**src/mmc3_pkg.sv**
```systemverilog
// MMC3 mapper shared definitions
// Bus widths, register map codes and the fixed banks
package mmc3_pkg;

	typedef logic [15:0] cpu_addr_t;  // CPU bus address
	typedef logic [13:0] ppu_addr_t;  // PPU bus address
	typedef logic [21:0] mem_addr_t;  // Mapped PRG/CHR memory address
	typedef logic [7:0]  data_t;      // CPU data byte
	typedef logic [5:0]  prg_bank_t;  // 8 KB PRG bank, 0..63
	typedef logic [7:0]  chr_bank_t;  // 1 KB CHR bank, 0..255
	typedef logic [7:0]  irq_cnt_t;   // Scanline counter and latch
	typedef logic [2:0]  bank_idx_t;  // Bank select index R0-R7

	// CPU address bits used by the register decode
	localparam int CPU_ROM_BIT    = 15;  // High for $8000-$FFFF
	localparam int CPU_REG_HI_BIT = 14;
	localparam int CPU_REG_LO_BIT = 13;
	localparam int CPU_ODD_BIT    = 0;   // Even/odd register of a pair

	// Register codes as {A14, A13, A0}
	localparam logic [2:0] REG_BANK_SELECT = 3'b000;  // $8000
	localparam logic [2:0] REG_BANK_DATA   = 3'b001;  // $8001
	localparam logic [2:0] REG_MIRROR      = 3'b010;  // $A000
	localparam logic [2:0] REG_RAM_PROT    = 3'b011;  // $A001
	localparam logic [2:0] REG_IRQ_LATCH   = 3'b100;  // $C000
	localparam logic [2:0] REG_IRQ_RELOAD  = 3'b101;  // $C001
	localparam logic [2:0] REG_IRQ_DISABLE = 3'b110;  // $E000, also acks
	localparam logic [2:0] REG_IRQ_ENABLE  = 3'b111;  // $E001

	// Fixed PRG banks
	localparam prg_bank_t PRG_BANK_LAST     = 6'd63;  // Always at $E000
	localparam prg_bank_t PRG_BANK_2ND_LAST = 6'd62;  // $C000 or $8000 by mode

	// Upper address bits of the memory regions
	localparam logic [8:0] PRG_RAM_BASE = 9'b1_1110_0000;  // Above 13 RAM bits
	localparam logic [3:0] CHR_ROM_BASE = 4'b1000;         // Above bank and 10 bits

	// A12 filter, ce cycles of low A12 before a rise counts again
	localparam int                   A12_CNT_W    = 4;
	localparam logic [A12_CNT_W-1:0] A12_COOLDOWN = 4'd15;

	localparam irq_cnt_t IRQ_CNT_ZERO = 8'd0;

endpackage

```
**src/mmc3_bank_if.sv**
```systemverilog
// MMC3 bank state bundle
// Bank registers and mode bits from the register file to the address mappers
`timescale 1ns/1ps

interface mmc3_bank_if;

	mmc3_pkg::chr_bank_t chr_bank [0:5];  // R0-R5, R0/R1 keep bit 0 clear
	mmc3_pkg::prg_bank_t prg_bank [0:1];  // R6, R7
	logic                prg_mode;        // Swaps $8000 and $C000
	logic                chr_invert;      // Swaps CHR halves
	logic                mirroring;       // 1 horizontal, 0 vertical
	logic                ram_enable;      // PRG-RAM chip enable
	logic                ram_protect;     // PRG-RAM write protect

	modport regs (
		output chr_bank, prg_bank, prg_mode, chr_invert,
		output mirroring, ram_enable, ram_protect
	);

	modport map (
		input chr_bank, prg_bank, prg_mode, chr_invert,
		input mirroring, ram_enable, ram_protect
	);

endinterface

```
**src/mmc3_irq_if.sv**
```systemverilog
// MMC3 IRQ control bundle
// Latch, enable and strobes from the register file to the scanline counter
`timescale 1ns/1ps

interface mmc3_irq_if;

	mmc3_pkg::irq_cnt_t irq_latch;   // Reload value from $C000
	logic               irq_enable;  // Set by $E001, cleared by $E000
	logic               reload_stb;  // One clk after a $C001 write
	logic               ack_stb;     // One clk after a $E000 write

	modport regs (
		output irq_latch, irq_enable, reload_stb, ack_stb
	);

	modport counter (
		input irq_latch, irq_enable, reload_stb, ack_stb
	);

endinterface

```
**src/mmc3_regs.sv**
```systemverilog
// MMC3 CPU register file
// Decodes writes at $8000-$FFFF and holds bank, mode, RAM and IRQ settings
`timescale 1ns/1ps

module mmc3_regs (
	input  logic                clk,
	input  logic                arst_n_i,
	input  logic                ce_i,         // M2 enable
	input  mmc3_pkg::cpu_addr_t cpu_addr_i,
	input  mmc3_pkg::data_t     cpu_data_i,
	input  logic                cpu_write_i,
	mmc3_bank_if.regs           bank_o,
	mmc3_irq_if.regs            irq_o
);

	logic                wr_en;     // Qualified write to mapper space
	logic [2:0]          reg_sel;   // {A14, A13, A0}
	mmc3_pkg::bank_idx_t bank_sel;  // Target of next $8001 write

	assign wr_en   = ce_i && cpu_write_i && cpu_addr_i[mmc3_pkg::CPU_ROM_BIT];
	assign reg_sel = {cpu_addr_i[mmc3_pkg::CPU_REG_HI_BIT],
		cpu_addr_i[mmc3_pkg::CPU_REG_LO_BIT], cpu_addr_i[mmc3_pkg::CPU_ODD_BIT]};

	always_ff @(posedge clk or negedge arst_n_i) begin
		if (!arst_n_i) begin
			bank_sel            <= '0;
			bank_o.prg_bank[0]  <= '0;
			bank_o.prg_bank[1]  <= '0;
			bank_o.prg_mode     <= 1'b0;
			bank_o.chr_invert   <= 1'b0;
			bank_o.mirroring    <= 1'b0;  // Vertical
			bank_o.ram_enable   <= 1'b0;
			bank_o.ram_protect  <= 1'b0;
			irq_o.irq_latch     <= mmc3_pkg::IRQ_CNT_ZERO;
			irq_o.irq_enable    <= 1'b0;
			irq_o.reload_stb    <= 1'b0;
			irq_o.ack_stb       <= 1'b0;
			for (int i = 0; i < 6; i++) begin
				bank_o.chr_bank[i] <= '0;
			end
		end else begin
			// Strobes live for the single clk after the write
			irq_o.reload_stb <= wr_en && (reg_sel == mmc3_pkg::REG_IRQ_RELOAD);
			irq_o.ack_stb    <= wr_en && (reg_sel == mmc3_pkg::REG_IRQ_DISABLE);
			if (wr_en) begin
				case (reg_sel)
					mmc3_pkg::REG_BANK_SELECT: begin
						bank_o.chr_invert <= cpu_data_i[7];
						bank_o.prg_mode   <= cpu_data_i[6];
						bank_sel          <= cpu_data_i[2:0];
					end
					mmc3_pkg::REG_BANK_DATA: begin
						case (bank_sel)
							3'd0, 3'd1: bank_o.chr_bank[bank_sel] <= {cpu_data_i[7:1], 1'b0};  // 2 KB
							3'd2, 3'd3, 3'd4, 3'd5: bank_o.chr_bank[bank_sel] <= cpu_data_i;
							3'd6: bank_o.prg_bank[0] <= cpu_data_i[5:0];
							3'd7: bank_o.prg_bank[1] <= cpu_data_i[5:0];
						endcase
					end
					mmc3_pkg::REG_MIRROR: bank_o.mirroring <= cpu_data_i[0];
					mmc3_pkg::REG_RAM_PROT: begin
						bank_o.ram_enable  <= cpu_data_i[7];
						bank_o.ram_protect <= cpu_data_i[6];
					end
					mmc3_pkg::REG_IRQ_LATCH:   irq_o.irq_latch  <= cpu_data_i;
					mmc3_pkg::REG_IRQ_DISABLE: irq_o.irq_enable <= 1'b0;
					mmc3_pkg::REG_IRQ_ENABLE:  irq_o.irq_enable <= 1'b1;
					default: ;  // Reload only raises its strobe
				endcase
			end
		end
	end

	// A CPU write is one clk wide, so neither strobe may be stretched
	assert property (@(posedge clk) disable iff (!arst_n_i)
		irq_o.reload_stb |=> !irq_o.reload_stb)
		else $error("reload_stb high for two clocks");

	assert property (@(posedge clk) disable iff (!arst_n_i)
		irq_o.ack_stb |=> !irq_o.ack_stb)
		else $error("ack_stb high for two clocks");

endmodule

```
**src/mmc3_irq.sv**
```systemverilog
// MMC3 scanline IRQ counter
// Filters PPU A12 rises and counts scanlines down to an IRQ
`timescale 1ns/1ps

module mmc3_irq (
	input  logic        clk,
	input  logic        arst_n_i,
	input  logic        ce_i,       // M2 enable
	input  logic        ppu_a12_i,  // PPU address bit 12
	mmc3_irq_if.counter ctl_i,
	output logic        irq_o
);

	logic [mmc3_pkg::A12_CNT_W-1:0] a12_cnt;      // Low-time cooldown
	logic                           a12_event;    // Filtered A12 rise
	logic                           reload_pend;  // $C001 seen, not yet used
	mmc3_pkg::irq_cnt_t             irq_cnt;
	mmc3_pkg::irq_cnt_t             cnt_next;

	assign a12_event = ce_i && ppu_a12_i && (a12_cnt == '0);
	assign cnt_next  = (irq_cnt == mmc3_pkg::IRQ_CNT_ZERO || reload_pend)
		? ctl_i.irq_latch : irq_cnt - 8'd1;

	// Held while A12 is high, runs down on ce cycles while low
	always_ff @(posedge clk or negedge arst_n_i) begin
		if (!arst_n_i) begin
			a12_cnt <= '0;
		end else if (ppu_a12_i) begin
			a12_cnt <= mmc3_pkg::A12_COOLDOWN;
		end else if (ce_i && a12_cnt != '0) begin
			a12_cnt <= a12_cnt - 1'b1;
		end
	end

	always_ff @(posedge clk or negedge arst_n_i) begin
		if (!arst_n_i) begin
			irq_cnt     <= mmc3_pkg::IRQ_CNT_ZERO;
			reload_pend <= 1'b0;
			irq_o       <= 1'b0;
		end else begin
			if (ctl_i.ack_stb) begin
				irq_o <= 1'b0;
			end
			if (a12_event) begin
				irq_cnt     <= cnt_next;
				reload_pend <= 1'b0;  // Event wins over a same-clk reload
				if (cnt_next == mmc3_pkg::IRQ_CNT_ZERO && ctl_i.irq_enable) begin
					irq_o <= 1'b1;  // Normal behaviour, fires on every zero
				end
			end else if (ctl_i.reload_stb) begin
				reload_pend <= 1'b1;
			end
		end
	end

	// The enable comes from the register file one clk ahead of the flag
	assert property (@(posedge clk) disable iff (!arst_n_i)
		$rose(irq_o) |-> $past(ctl_i.irq_enable))
		else $error("irq_o rose while irq_enable was low");

endmodule

```
**src/mmc3_prg_map.sv**
```systemverilog
// MMC3 PRG address mapper
// Maps 8 KB PRG-ROM windows and the $6000-$7FFF PRG-RAM window
`timescale 1ns/1ps

module mmc3_prg_map (
	input  mmc3_pkg::cpu_addr_t cpu_addr_i,
	input  logic                cpu_write_i,
	mmc3_bank_if.map            bank_i,
	output mmc3_pkg::mem_addr_t prg_addr_o,
	output logic                prg_allow_o   // Access may proceed
);

	mmc3_pkg::prg_bank_t rom_bank;  // Bank for the current 8 KB window
	logic                is_ram;    // Allowed PRG-RAM access

	always_comb begin
		case ({cpu_addr_i[mmc3_pkg::CPU_REG_HI_BIT], cpu_addr_i[mmc3_pkg::CPU_REG_LO_BIT]})
			2'b00: rom_bank = bank_i.prg_mode ? mmc3_pkg::PRG_BANK_2ND_LAST
				: bank_i.prg_bank[0];  // $8000, R6 or 62
			2'b01: rom_bank = bank_i.prg_bank[1];  // $A000 always R7
			2'b10: rom_bank = bank_i.prg_mode ? bank_i.prg_bank[0]
				: mmc3_pkg::PRG_BANK_2ND_LAST;  // $C000, 62 or R6
			default: rom_bank = mmc3_pkg::PRG_BANK_LAST;  // $E000
		endcase
	end

	// Write while protected falls outside the window
	assign is_ram = (cpu_addr_i[15:13] == 3'b011) && bank_i.ram_enable
		&& !(bank_i.ram_protect && cpu_write_i);

	assign prg_addr_o = is_ram ? {mmc3_pkg::PRG_RAM_BASE, cpu_addr_i[12:0]}
		: {3'b000, rom_bank, cpu_addr_i[12:0]};

	// ROM is read only
	assign prg_allow_o = (cpu_addr_i[mmc3_pkg::CPU_ROM_BIT] && !cpu_write_i) || is_ram;

endmodule

```
**src/mmc3_chr_map.sv**
```systemverilog
// MMC3 CHR address mapper
// Picks 1/2 KB CHR-ROM banks with A12 inversion and drives nametable mirroring
`timescale 1ns/1ps

module mmc3_chr_map (
	input  mmc3_pkg::ppu_addr_t ppu_addr_i,
	mmc3_bank_if.map            bank_i,
	output mmc3_pkg::mem_addr_t chr_addr_o,
	output logic                vram_a10_o,  // CIRAM A10
	output logic                vram_ce_o    // Nametable access
);

	logic                chr_side;  // 0 for the 2 KB half
	mmc3_pkg::chr_bank_t chr_bank;

	assign chr_side = ppu_addr_i[12] ^ bank_i.chr_invert;

	always_comb begin
		case ({chr_side, ppu_addr_i[11:10]})
			3'b000, 3'b001: chr_bank = {bank_i.chr_bank[0][7:1], ppu_addr_i[10]};  // R0, 2 KB
			3'b010, 3'b011: chr_bank = {bank_i.chr_bank[1][7:1], ppu_addr_i[10]};  // R1, 2 KB
			3'b100: chr_bank = bank_i.chr_bank[2];
			3'b101: chr_bank = bank_i.chr_bank[3];
			3'b110: chr_bank = bank_i.chr_bank[4];
			default: chr_bank = bank_i.chr_bank[5];
		endcase
	end

	assign chr_addr_o = {mmc3_pkg::CHR_ROM_BASE, chr_bank, ppu_addr_i[9:0]};

	assign vram_a10_o = bank_i.mirroring ? ppu_addr_i[11] : ppu_addr_i[10];  // Horizontal uses A11
	assign vram_ce_o  = ppu_addr_i[13];

endmodule

```
**src/mmc3_top.sv**
```systemverilog
// MMC3 mapper top level
// Joins the register file, IRQ counter and the PRG and CHR mappers
`timescale 1ns/1ps

module mmc3_top (
	input  logic                clk,
	input  logic                arst_n_i,
	input  logic                ce_i,         // M2 enable
	input  mmc3_pkg::cpu_addr_t cpu_addr_i,
	input  mmc3_pkg::data_t     cpu_data_i,
	input  logic                cpu_write_i,
	input  mmc3_pkg::ppu_addr_t ppu_addr_i,
	output mmc3_pkg::mem_addr_t prg_addr_o,
	output logic                prg_allow_o,
	output mmc3_pkg::mem_addr_t chr_addr_o,
	output logic                vram_a10_o,
	output logic                vram_ce_o,
	output logic                irq_o
);

	mmc3_bank_if bank_if ();  // Banks and modes to both mappers
	mmc3_irq_if  irq_if ();   // IRQ control to the counter

	mmc3_regs mmc3_regs_i (
		.clk         (clk),
		.arst_n_i    (arst_n_i),
		.ce_i        (ce_i),
		.cpu_addr_i  (cpu_addr_i),
		.cpu_data_i  (cpu_data_i),
		.cpu_write_i (cpu_write_i),
		.bank_o      (bank_if.regs),
		.irq_o       (irq_if.regs)
	);

	mmc3_irq mmc3_irq_i (
		.clk       (clk),
		.arst_n_i  (arst_n_i),
		.ce_i      (ce_i),
		.ppu_a12_i (ppu_addr_i[12]),
		.ctl_i     (irq_if.counter),
		.irq_o     (irq_o)
	);

	mmc3_prg_map mmc3_prg_map_i (
		.cpu_addr_i  (cpu_addr_i),
		.cpu_write_i (cpu_write_i),
		.bank_i      (bank_if.map),
		.prg_addr_o  (prg_addr_o),
		.prg_allow_o (prg_allow_o)
	);

	mmc3_chr_map mmc3_chr_map_i (
		.ppu_addr_i (ppu_addr_i),
		.bank_i     (bank_if.map),
		.chr_addr_o (chr_addr_o),
		.vram_a10_o (vram_a10_o),
		.vram_ce_o  (vram_ce_o)
	);

endmodule

```
**config.mk**
```make
export PLATFORM = sky130hd
export DESIGN_NAME = mmc3_top
export DESIGN_NICKNAME = d
export VERILOG_FILES = /design/src/mmc3_pkg.sv /design/src/mmc3_bank_if.sv /design/src/mmc3_irq_if.sv /design/src/mmc3_regs.sv /design/src/mmc3_irq.sv /design/src/mmc3_prg_map.sv /design/src/mmc3_chr_map.sv /design/src/mmc3_top.sv
export SDC_FILE = /design/constraint.sdc
export NUM_CORES = 1
export LEC_CHECK = 0
export BUFFER_PORTS_ARGS = -buffer_cell sky130_fd_sc_hd__buf_2
export CORE_ASPECT_RATIO = 0.7
export CORE_MARGIN = 1
export CORE_UTILIZATION = 44
export DETAILED_ROUTE_END_ITERATION = 6
export PLACE_DENSITY = 0.62
export SETUP_SLACK_MARGIN = 0.15
export SYNTH_ARGS = -nofsm -noshare
export SYNTH_HDL_FRONTEND = slang
export SYNTH_SLANG_ARGS = --single-unit
```
**constraint.sdc**
```tcl
create_clock -name clk -period 4.7 [get_ports clk]
set_clock_uncertainty 0.1 [all_clocks]
set_input_delay 0.94 -clock clk [delete_from_list [all_inputs] [get_ports clk]]
set_output_delay 0.94 -clock clk [all_outputs]
set_load 0.05 [all_outputs]
```
# Word-level counts from Yosys, hierarchy flattened

Index checks and enable logic that the tools add are counted.

Register bits: 93
Bits in latches: 0
Bits in writable memories: 0
Memory bits (read-only): 0
Memories kept: 0

Add/subtract/negate cells: 2
$mul: 0
Div/mod/pow operators: 0
Order comparisons: 2
Equality and inequality tests: 23
Shift operators: 0
Muxes and demuxes: 20
Bitwise gates (word level): 2
Reductions and logical operators: 41

Operators by type and width:

| kind                                                                  | count |
|---|---|
| 48-bit bitwise mux                                                    | 2 |
| 48-bit case mux with 2 select lines                                   | 1 |
| 8-bit case mux with 5 select lines                                    | 1 |
| 3-bit == test (second input constant)                                 | 11 |
| 8-bit demux with 3-bit select                                         | 1 |
| 22-bit two-way mux                                                    | 1 |
| 3-bit by 2-bit == test with 1-bit output (second input constant)      | 7 |
| 6-bit case mux with 3 select lines                                    | 1 |
| 8-bit logical NOT                                                     | 2 |
| 8-bit two-way mux                                                     | 2 |
| 1-bit logical AND                                                     | 13 |
| 6-bit two-way mux                                                     | 2 |
| 2-bit AND reduction                                                   | 5 |
| 3-bit by 1-bit == test with 1-bit output (second input constant)      | 3 |
| 3-bit logical NOT                                                     | 3 |
| 3-bit AND reduction                                                   | 3 |
| 4-bit two-way mux                                                     | 2 |
| 2-bit nonzero test                                                    | 4 |
| 8-bit by 1-bit subtractor with 8-bit output (second input constant)   | 1 |
| 1-bit two-way mux                                                     | 6 |
| 2-bit OR reduction                                                    | 3 |
| 4-bit greater-or-equal comparator (second input constant)             | 1 |
| 4-bit logical NOT                                                     | 1 |
| 4-bit by 1-bit < comparator with 1-bit output (second input constant) | 1 |
| other kinds (11)                                                      | 13 |

# Longest topological paths before layout

Gate-level depths: netlist of the first run.

Word-level depth: 7
Depth in mapped cells: 8

# Modules after synthesis

A second synthesis of the first run with hierarchy kept.

Cell total of the unflattened synthesis: 393
Area, all modules: 4989.8 um2

By module, submodules not included:

| module       | instances | cells each | area an instance (um2) |
|---|---|---|---|
| mmc3_regs    | 1         | 188        | 3120.5 |
| mmc3_irq     | 1         | 105        | 935.9 |
| mmc3_chr_map | 1         | 49         | 581.8 |
| mmc3_prg_map | 1         | 51         | 351.6 |

# Worst setup path after synthesis of the first run

OpenSTA, ideal clock, no wires.

Kind: input to output
From: input ppu_addr_i[12]
To: output chr_addr_o[11]
Arrival time: 2751 ps
Path slack: 909 ps
Stages: 6
Path buffers: 2
Cells stage by stage: buf_4 xor2_1 and2_0 clkbuf_1 o21ai_0 a21oi_1

Longest elaborated chain between the ends: 4
Elaborated cells on any way between the ends: 11
Those cells by class: 6 x eq/ne; 1 x mux; 1 x bitwise; 3 x reduce/logical

RTL lines:

| element                                                                | line               | RTL |
|---|---|---|
| from (decl)                                                            | mmc3_top.sv:12     | `input mmc3_pkg::ppu_addr_t ppu_addr_i,` |
| 1-bit XOR *                                                            | mmc3_chr_map.sv:16 | `assign chr_side = ppu_addr_i[12] ^ bank_i.chr_invert;` |
| 3-bit by 2-bit == test with 1-bit output, or another cell as far along | mmc3_chr_map.sv:19 | `case ({chr_side, ppu_addr_i[11:10]})` |
| 2-bit OR reduction                                                     | mmc3_chr_map.sv:19 |  |
| 8-bit case mux with 5 select lines *                                   | mmc3_chr_map.sv:19 |  |
| to (decl)                                                              | mmc3_top.sv:15     | `output mmc3_pkg::mem_addr_t chr_addr_o,` |

Every way passes the cells marked *; elsewhere a longest branch is shown, timed or not.

# Final worst setup path of the first run

From: input cpu_addr_i[14]
To: output prg_addr_o[13]

Longest elaborated chain between the ends: 4
Elaborated cells on any way between the ends: 8
Those cells by class: 3 x eq/ne; 2 x mux; 3 x reduce/logical

RTL lines:

| element                                                                    | line               | RTL |
|---|---|---|
| from (decl)                                                                | mmc3_top.sv:9      | `input mmc3_pkg::cpu_addr_t cpu_addr_i,` |
| branches (longest 3 deep; another with 6-bit case mux with 3 select lines) | n/a                |  |
| 22-bit two-way mux *                                                       | mmc3_prg_map.sv:31 | `assign prg_addr_o = is_ram ? {mmc3_pkg::PRG_RAM_BASE, cpu_addr_i[12:0]}` |
| to (decl)                                                                  | mmc3_top.sv:13     | `output mmc3_pkg::mem_addr_t prg_addr_o,` |

Every way passes the cells marked *.

==> results of run 1 <==
==> where the power goes <==
group / internal [mW] / total [mW] / switching (mW)
Sequential: 0.847 / 0.897 / 0.0503
Clock: 0.438 / 0.721 / 0.284
Combinational: 0.113 / 0.328 / 0.215
==> layer usage <==
layer / up-vias / track usage (%) / part of all wire (%)
met2: 83 / 29.7 / 43
met4: 0 / 5.10 / 0.93
li1: 1487 / - / -
met1: 1549 / 28.5 / 51
met5: - / 0 / 0
met3: 11 / 5.44 / 5.3
==> synth_stat cells, types with 3 or more instances <==
master / n / area share (%)
a211oi_1: 3 / 0.48
a21oi_1: 19 / 2.0
a22oi_1: 7 / 1.1
and2_1: 9 / 1.2
buf_1: 6 / 0.48
buf_2: 3 / 0.32
buf_4: 32 / 5.1
clkbuf_1: 10 / 0.80
dfrtp_1: 91 / 48
ha_1: 4 / 1.1
inv_1: 8 / 0.64
mux2_2: 75 / 18
mux2i_1: 8 / 1.7
nand2_1: 18 / 1.4
nand2b_1: 9 / 1.2
nand3_1: 4 / 0.43
nor2_1: 44 / 3.5
nor3_1: 7 / 0.74
nor4_1: 5 / 0.66
o21ai_0: 25 / 2.7
xnor2_1: 6 / 1.1
xor2_1: 3 / 0.56
==> tightest hold or removal path: cells and delay by family, from the launching register on <==
family           cells  cell delay, ps
AND/OR/NAND/NOR      2             110
flip-flops           1             320
==> how the worst min path moves through the flow <==
stage	slack [ps]	start	to
5_1_grt	420	mmc3_regs_i.irq_o.ack_stb	mmc3_irq_i.irq_o
3_3_place_gp	340	mmc3_regs_i.irq_o.reload_stb	mmc3_irq_i.reload_pend
6_report	370	mmc3_regs_i.irq_o.reload_stb	mmc3_irq_i.reload_pend
4_1_cts	370	mmc3_regs_i.irq_o.reload_stb	mmc3_irq_i.reload_pend
3_5_place_dp	360	mmc3_regs_i.irq_o.reload_stb	mmc3_irq_i.reload_pend
2_1_floorplan	310	mmc3_regs_i.irq_o.ack_stb	mmc3_irq_i.irq_o
==> per-stage QoR <==
step,hold WS (ps),power [mW],setup slack (ps)
after floorplan,309,1.20,909
after global placement,342,1.24,1120
after detailed placement,357,1.24,1070
after CTS,370,1.97,1060
after global routing,416,2.04,881
final,369,1.95,1110
==> final cells by class <==
class	instances	area (µm²)	area share, %
flip-flops and latches	91	2280	44.9
multi-input cells	283	2090	41.2
clock buffers	13	260	5.13
repair buffers	41	213	4.19
well taps	132	165	3.26
clock inverters	2	35.0	0.691
inverters	8	30.0	0.592
==> logic make-up after synthesis <==
group	after synthesis	synth area share (%)
compound gates	68	8.77
buf+inv	59	7.34
fa+ha+maj	4	1.06
simple gates	115	13.0
other cells	2	0.160
mux	83	19.6
xor+xnor	9	1.67
flops	91	48.4
==> load_flow_metrics.sql, run 1 <==
INSERT INTO impl_metrics (metric_group, metric, value, unit) VALUES
('status', 'run_status', 'finished, violations left', ''),
('status', 'violated_checks', 'design-rule violations', ''),
('hold_path', 'min_path_cells', '2', ''),
('sta', 'period_share', '76.3', '%'),
('final_layout', 'final_net_count', '480', ''),
('critical_path', 'startpoint_kind_of_the_worst_setup_timing_path', 'input port', ''),
('critical_path', 'path_cells', 'buf_2, nand2_1, a2111oi_2, a21oi_1, buf_2', ''),
('cts', 'cts_inserted_buffers', '9', ''),
('global_route', 'gr_util_all_layers', '19.9', '%'),
('critical_path', 'cp_data_arrival_time', '2550', 'ps'),
('critical_path', 'reg2regPathDepth', '6', ''),
('sta', 'min_period', '3590', 'ps'),
('critical_path', 'endpoint_kind', 'output port', ''),
('placed_design', 'dpl.hpwl', '6960', 'µm'),
('cts', 'clock-root-buffer', 'clkbuf_16', ''),
('logic_synthesis', 'yosys_most_used_dff', 'dfrtp_1', ''),
('critical_path', 'worst_r2r_startpoint', 'mmc3_irq_i.irq_cnt[0]', ''),
('critical_path', 'timing.critical_path.slowest_cell_delay', '860', 'ps'),
('logic_synthesis', 'yosysWarnings', '0', ''),
('sta', 'tightestPinTransition', '922', 'ps'),
('global_route', 'gr-total-overflow', '0', ''),
('logic_synthesis', 'synthesized_area', '4710', 'µm²'),
('sta', 'final-hold-violation-count', '0', ''),
('floorplan', 'die_x', '126', 'µm'),
('final_layout', 'layout.cells.most_common', 'dfrtp_1', ''),
('floorplan', 'fp.dieArea', '11100', 'µm²'),
('critical_path', 'cp_data_required_time', '3660', 'ps'),
('critical_path', 'cp_num_buf_inv', '2', ''),
('floorplan', 'initial_core_util', '45.5', '%'),
('global_route', 'number_of_antenna_violations_at_the_first_check_in_global_routing', '0', ''),
('floorplan', 'core.rowCount', '31', ''),
('placed_design', 'cell_count_after_placement', '555', ''),
('route', 'drt_drc_violations_left', '9', ''),
('final_layout', 'num_antenna_cells', '0', ''),
('final_layout', 'fin_cells', '570', ''),
('logic_synthesis', 'post_synth_inst_count', '431', ''),
('final_layout', 'layout.cells.most_common_list', '91 x dfrtp_1, 75 x mux2_2, 44 x nor2_1', ''),
('final_layout', 'area_delta_synth_final', '7.76', '%'),
('logic_synthesis', 'synth-edff-count', '0', ''),
('placed_design', 'numPortBuffers', '39', ''),
('cts', 'clock_transition_at_the_register_clock_pins_on_the_worst_setup_and_hold_paths_after_cts', '60', 'ps'),
('critical_path', 'critPathMostFrequentCell', 'buf_2', ''),
('route', 'viasPerCell', '5.49', ''),
('route', 'routed_wire_length_per_instance', '17.7', 'µm'),
('logic_synthesis', 'seq_area_frac_synth', '48.4', '%'),
('critical_path', 'timing.critical_path.depth', '5', ''),
('floorplan', 'top_level_ports', '90', ''),
('logic_synthesis', 'async_flop_share', '100', '%'),
('route', 'postRouteWirelength', '10100', 'µm'),
('critical_path', 'regToRegEndpoint', 'mmc3_irq_i.irq_o', ''),
('cts', 'tritoncts', 'done', ''),
('cts', 'clk_path_buf_depth', '2', ''),
('route', 'drt_pass1_iterations', '6', ''),
('cts', 'cts.sinks', '91', ''),
('power_and_ir_drop', 'worst_ir_drop_vdd', '0.000242', 'V'),
('critical_path', 'timing.critical_path.slowest_stage_cell', 'a2111oi_2', ''),
('floorplan', 'dieHeight', '88.5', 'µm'),
('cts', 'post-cts-setup-buffers', '0', ''),
('critical_path', 'crit_path_end', 'prg_addr_o[13]', ''),
('final_layout', 'post_layout_inst_area', '5070', 'µm²'),
('critical_path', 'setup.worst_path.class', 'in2out', ''),
('global_route', 'grt_first_pass_wirelength', '16600', 'µm'),
('route', 'drt_iter0_drc', '232', ''),
('critical_path', 'ff2ff_setup_slack', '2590', 'ps'),
('placed_design', 'placed_area', '4780', 'µm²'),
('logic_synthesis', 'syn_avg_cell_area', '10.9', 'µm²'),
('final_layout', 'layout-drive-gt1-share', '31.7', '%'),
('global_route', 'grt_start_max_net_pins', '64', ''),
('logic_synthesis', 'ys_ff_latch', '91', ''),
('cts', 'cts_hold_buffers', '0', ''),
('final_layout', 'num-fill-cells', '914', '');
No activity file was read; power rests on OpenSTA's default activity.
==> run 2: changes to the inputs <==
--- a/config.mk
+++ b/config.mk
@@ -10,7 +10,7 @@
 export CORE_MARGIN = 1
 export CORE_UTILIZATION = 44
 export DETAILED_ROUTE_END_ITERATION = 6
-export PLACE_DENSITY = 0.62
+export PLACE_DENSITY = 0.64
 export SETUP_SLACK_MARGIN = 0.15
 export SYNTH_ARGS = -nofsm -noshare
 export SYNTH_HDL_FRONTEND = slang
==> constraint.sdc (replaced) <==
create_clock -name clk -period 3 [get_ports clk]
set_clock_uncertainty 0.1 [all_clocks]
set_input_delay 0.6 -clock clk [delete_from_list [all_inputs] [get_ports clk]]
set_output_delay 0.6 -clock clk [all_outputs]
set_load 0.05 [all_outputs]
==> load_flow_metrics.sql, run 2 (synthesis gave the netlist of run 1 again) <==
INSERT INTO impl_metrics (metric_group, metric, value, unit) VALUES
('placed_design', 'gp_routability_congestion', '0.786', ''),
('cts', 'clkLatencyLatePin', '340', 'ps'),
('final_layout', 'num-fill-cells', '910', ''),
('sta', 'final-hold-violation-count', '0', ''),
('route', 'postRouteWirelength', '10000', 'µm'),
('sta', 'tightestPinTransition', '829', 'ps'),
('critical_path', 'worst_r2r_startpoint', 'mmc3_irq_i.irq_cnt[0]', ''),
('critical_path', 'path_cells', 'buf_2, xor2_2, and2_2, nand2_1, nor2_1, a21oi_4, buf_2', ''),
('cts', 'clock_transition_at_the_register_clock_pins_on_the_worst_setup_and_hold_paths_after_cts', '60', 'ps'),
('floorplan', 'initial_core_util', '45.5', '%'),
('sta', 'finalMaxSlewViolations', '0', ''),
('floorplan', 'fp.dieArea', '11100', 'µm²'),
('critical_path', 'critical_path_peak_fanout', '8', ''),
('final_layout', 'num_antenna_cells', '0', ''),
('route', 'detailroute.via_count', '3163', ''),
('cts', 'clock-root-buffer', 'clkbuf_16', ''),
('final_layout', 'layout-drive-gt1-share', '36.0', '%'),
('critical_path', 'timing.critical_path.slowest_cell_delay', '270', 'ps'),
('cts', 'clk_path_buf_depth', '2', ''),
('sta', 'max-slew-margin-rel', '44.5', '%'),
('critical_path', 'endpoint_kind', 'output port', ''),
('sta', 'rsz0062_at_grt', 'false', ''),
('critical_path', 'cp_data_required_time', '2300', 'ps'),
('route', 'viasPerCell', '5.51', ''),
('critical_path', 'startpoint_kind_of_the_worst_setup_timing_path', 'input port', ''),
('critical_path', 'setup.worst_path.class', 'in2out', ''),
('critical_path', 'cp_data_arrival_time', '2010', 'ps'),
('sta', 'max_freq', '0.369', 'GHz'),
('critical_path', 'critPathMostFrequentCell', 'buf_2', ''),
('global_route', 'gr-total-overflow', '0', ''),
('route', 'drt_pass1_iterations', '7', ''),
('route', 'routed_wire_length_per_instance', '17.5', 'µm'),
('critical_path', 'ff2ff_setup_slack', '890', 'ps'),
('floorplan', 'top_level_ports', '90', ''),
('cts', 'cts.sinks', '91', ''),
('sta', 'min_period', '2710', 'ps'),
('sta', 'total_negative_slack_for_setup_checks', '0', 'ps'),
('status', 'violated_checks', 'design-rule violations', ''),
('placed_design', 'placed_area', '4900', 'µm²'),
('cts', 'ctsHtreeMaxLevel', '3', ''),
('placed_design', 'numPortBuffers', '39', ''),
('route', 'drt_drc_violations_left', '6', ''),
('cts', 'cts_inserted_buffers', '9', ''),
('cts', 'tritoncts', 'done', ''),
('cts', 'post-cts-setup-buffers', '0', ''),
('cts', 'cts_hold_buffers', '0', ''),
('final_layout', 'multiInputGateArea', '2200', 'µm²'),
('power_and_ir_drop', 'power_density', '588', 'nW/µm²'),
('power_and_ir_drop', 'worst_ir_drop_vdd', '0.000334', 'V'),
('final_layout', 'layout.cells.most_common_list', '91 x dfrtp_1, 75 x mux2_2, 42 x nor2_1', ''),
('flow_run', 'max-cap-violations', '0', ''),
('floorplan', 'core_region_area', '10400', 'µm²'),
('final_layout', 'final_net_count', '483', ''),
('critical_path', 'timing.critical_path.slowest_stage_cell', 'and2_2', ''),
('power_and_ir_drop', 'static-leakage-power', '2.48', 'nW'),
('floorplan', 'die_x', '126', 'µm'),
('placed_design', 'dpl.hpwl', '7100', 'µm'),
('critical_path', 'regToRegEndpoint', 'mmc3_irq_i.irq_o', ''),
('sta', 'finalSetupViolCount', '0', ''),
('final_layout', 'regArea', '2280', 'µm²'),
('route', 'postRouteAntennaNets', '0', ''),
('final_layout', 'post_layout_inst_area', '5220', 'µm²'),
('hold_path', 'hold_path.class', 'in2async', ''),
('global_route', 'number_of_antenna_violations_at_the_first_check_in_global_routing', '0', ''),
('status', 'run_status', 'finished, violations left', ''),
('final_layout', 'area_delta_synth_final', '10.8', '%'),
('floorplan', 'dieHeight', '88.5', 'µm'),
('floorplan', 'core.rowCount', '31', ''),
('global_route', 'gr_util_all_layers', '19.3', '%'),
('global_route', 'grt_start_max_net_pins', '54', ''),
('power_and_ir_drop', 'finalPower', '3.07', 'mW'),
('global_route', 'grt_first_pass_wirelength', '16200', 'µm'),
('sta', 'period_share', '90.4', '%'),
('route', 'drt_iter0_drc', '148', ''),
('final_layout', 'layout.cells.most_common', 'dfrtp_1', ''),
('critical_path', 'reg2regPathDepth', '6', ''),
('global_route', 'grt_pass1_vias', '3123', '');
==> run 2: cell types whose count changed in the layout (fill, tap and decap cells not counted), sizes merged <==
cell / previous run / this run
clkinvlp: 0 / 1
clkbuf: 13 / 11
clkinv: 1 / 3
buf: 41 / 44
==> run 2: routing by layer <==
metal | global-route usage [%] | share of wire, %
met1 | 26.6 | 50
met2 | 30.4 | 45
met3 | 4.72 | 4.0
met4 | 5.54 | 1.1
met5 | 0 | 0
==> run 2: stage by stage <==
step | utilization, % | instances | worst slack [ps] | hold WS (ps)
5_1_grt | 50.4 | 574 | 154 | 171
2_1_floorplan | - | 433 | 72.6 | 204
4_1_cts | 50.2 | 574 | 134 | 153
3_5_place_dp | 47.3 | 558 | 40.8 | 331
6_report | 50.4 | 574 | 288 | 137
3_3_place_gp | 47.3 | 558 | 89.4 | 323
==> run 2: worst max-delay path by stage <==
stage / startpoint / to / slack (ps)
finish: ppu_addr_i[12] / chr_addr_o[13] / 290
global route: mmc3_regs_i.bank_o.chr_invert / chr_addr_o[10] / 150
CTS: ppu_addr_i[12] / chr_addr_o[13] / 130
detailed placement: ppu_addr_i[12] / chr_addr_o[13] / 40
global placement: ppu_addr_i[12] / chr_addr_o[17] / 90
floorplan: cpu_addr_i[14] / prg_addr_o[16] / 70
==> run 2: worst max-delay path: cells and delay by family <==
kind	cells	cell delay [ps]
XOR/XNOR	1	240
AND/OR/NAND/NOR	3	700
AO/OA/AOI/OAI	1	40
buffers and inverters	2	410
==> run 2: what timing repair did <==
action                     CTS  global route
pin swaps                    0             0
setup endpoints to repair    8             7
resized for setup            2             3
==> run 2: area by class of cell <==
class | count | area share, %
sequential | 91 | 43.7
multi-input combinational | 283 | 42.2
timing repair buffer | 44 | 4.75
clock buffer | 11 | 4.65
tap | 132 | 3.17
clock inverter | 5 | 1.01
inverter | 8 | 0.576
==> run 2: report_power, final <==
| part | total [mW] | switching [mW] | internal (mW) | leakage [nW] |
|---|---|---|---|---|
| registers | 1.41 | 0.0791 | 1.33 | 1.20 |
| clock network | 1.11 | 0.442 | 0.663 | 0.145 |
| logic | 0.557 | 0.357 | 0.200 | 1.13 |
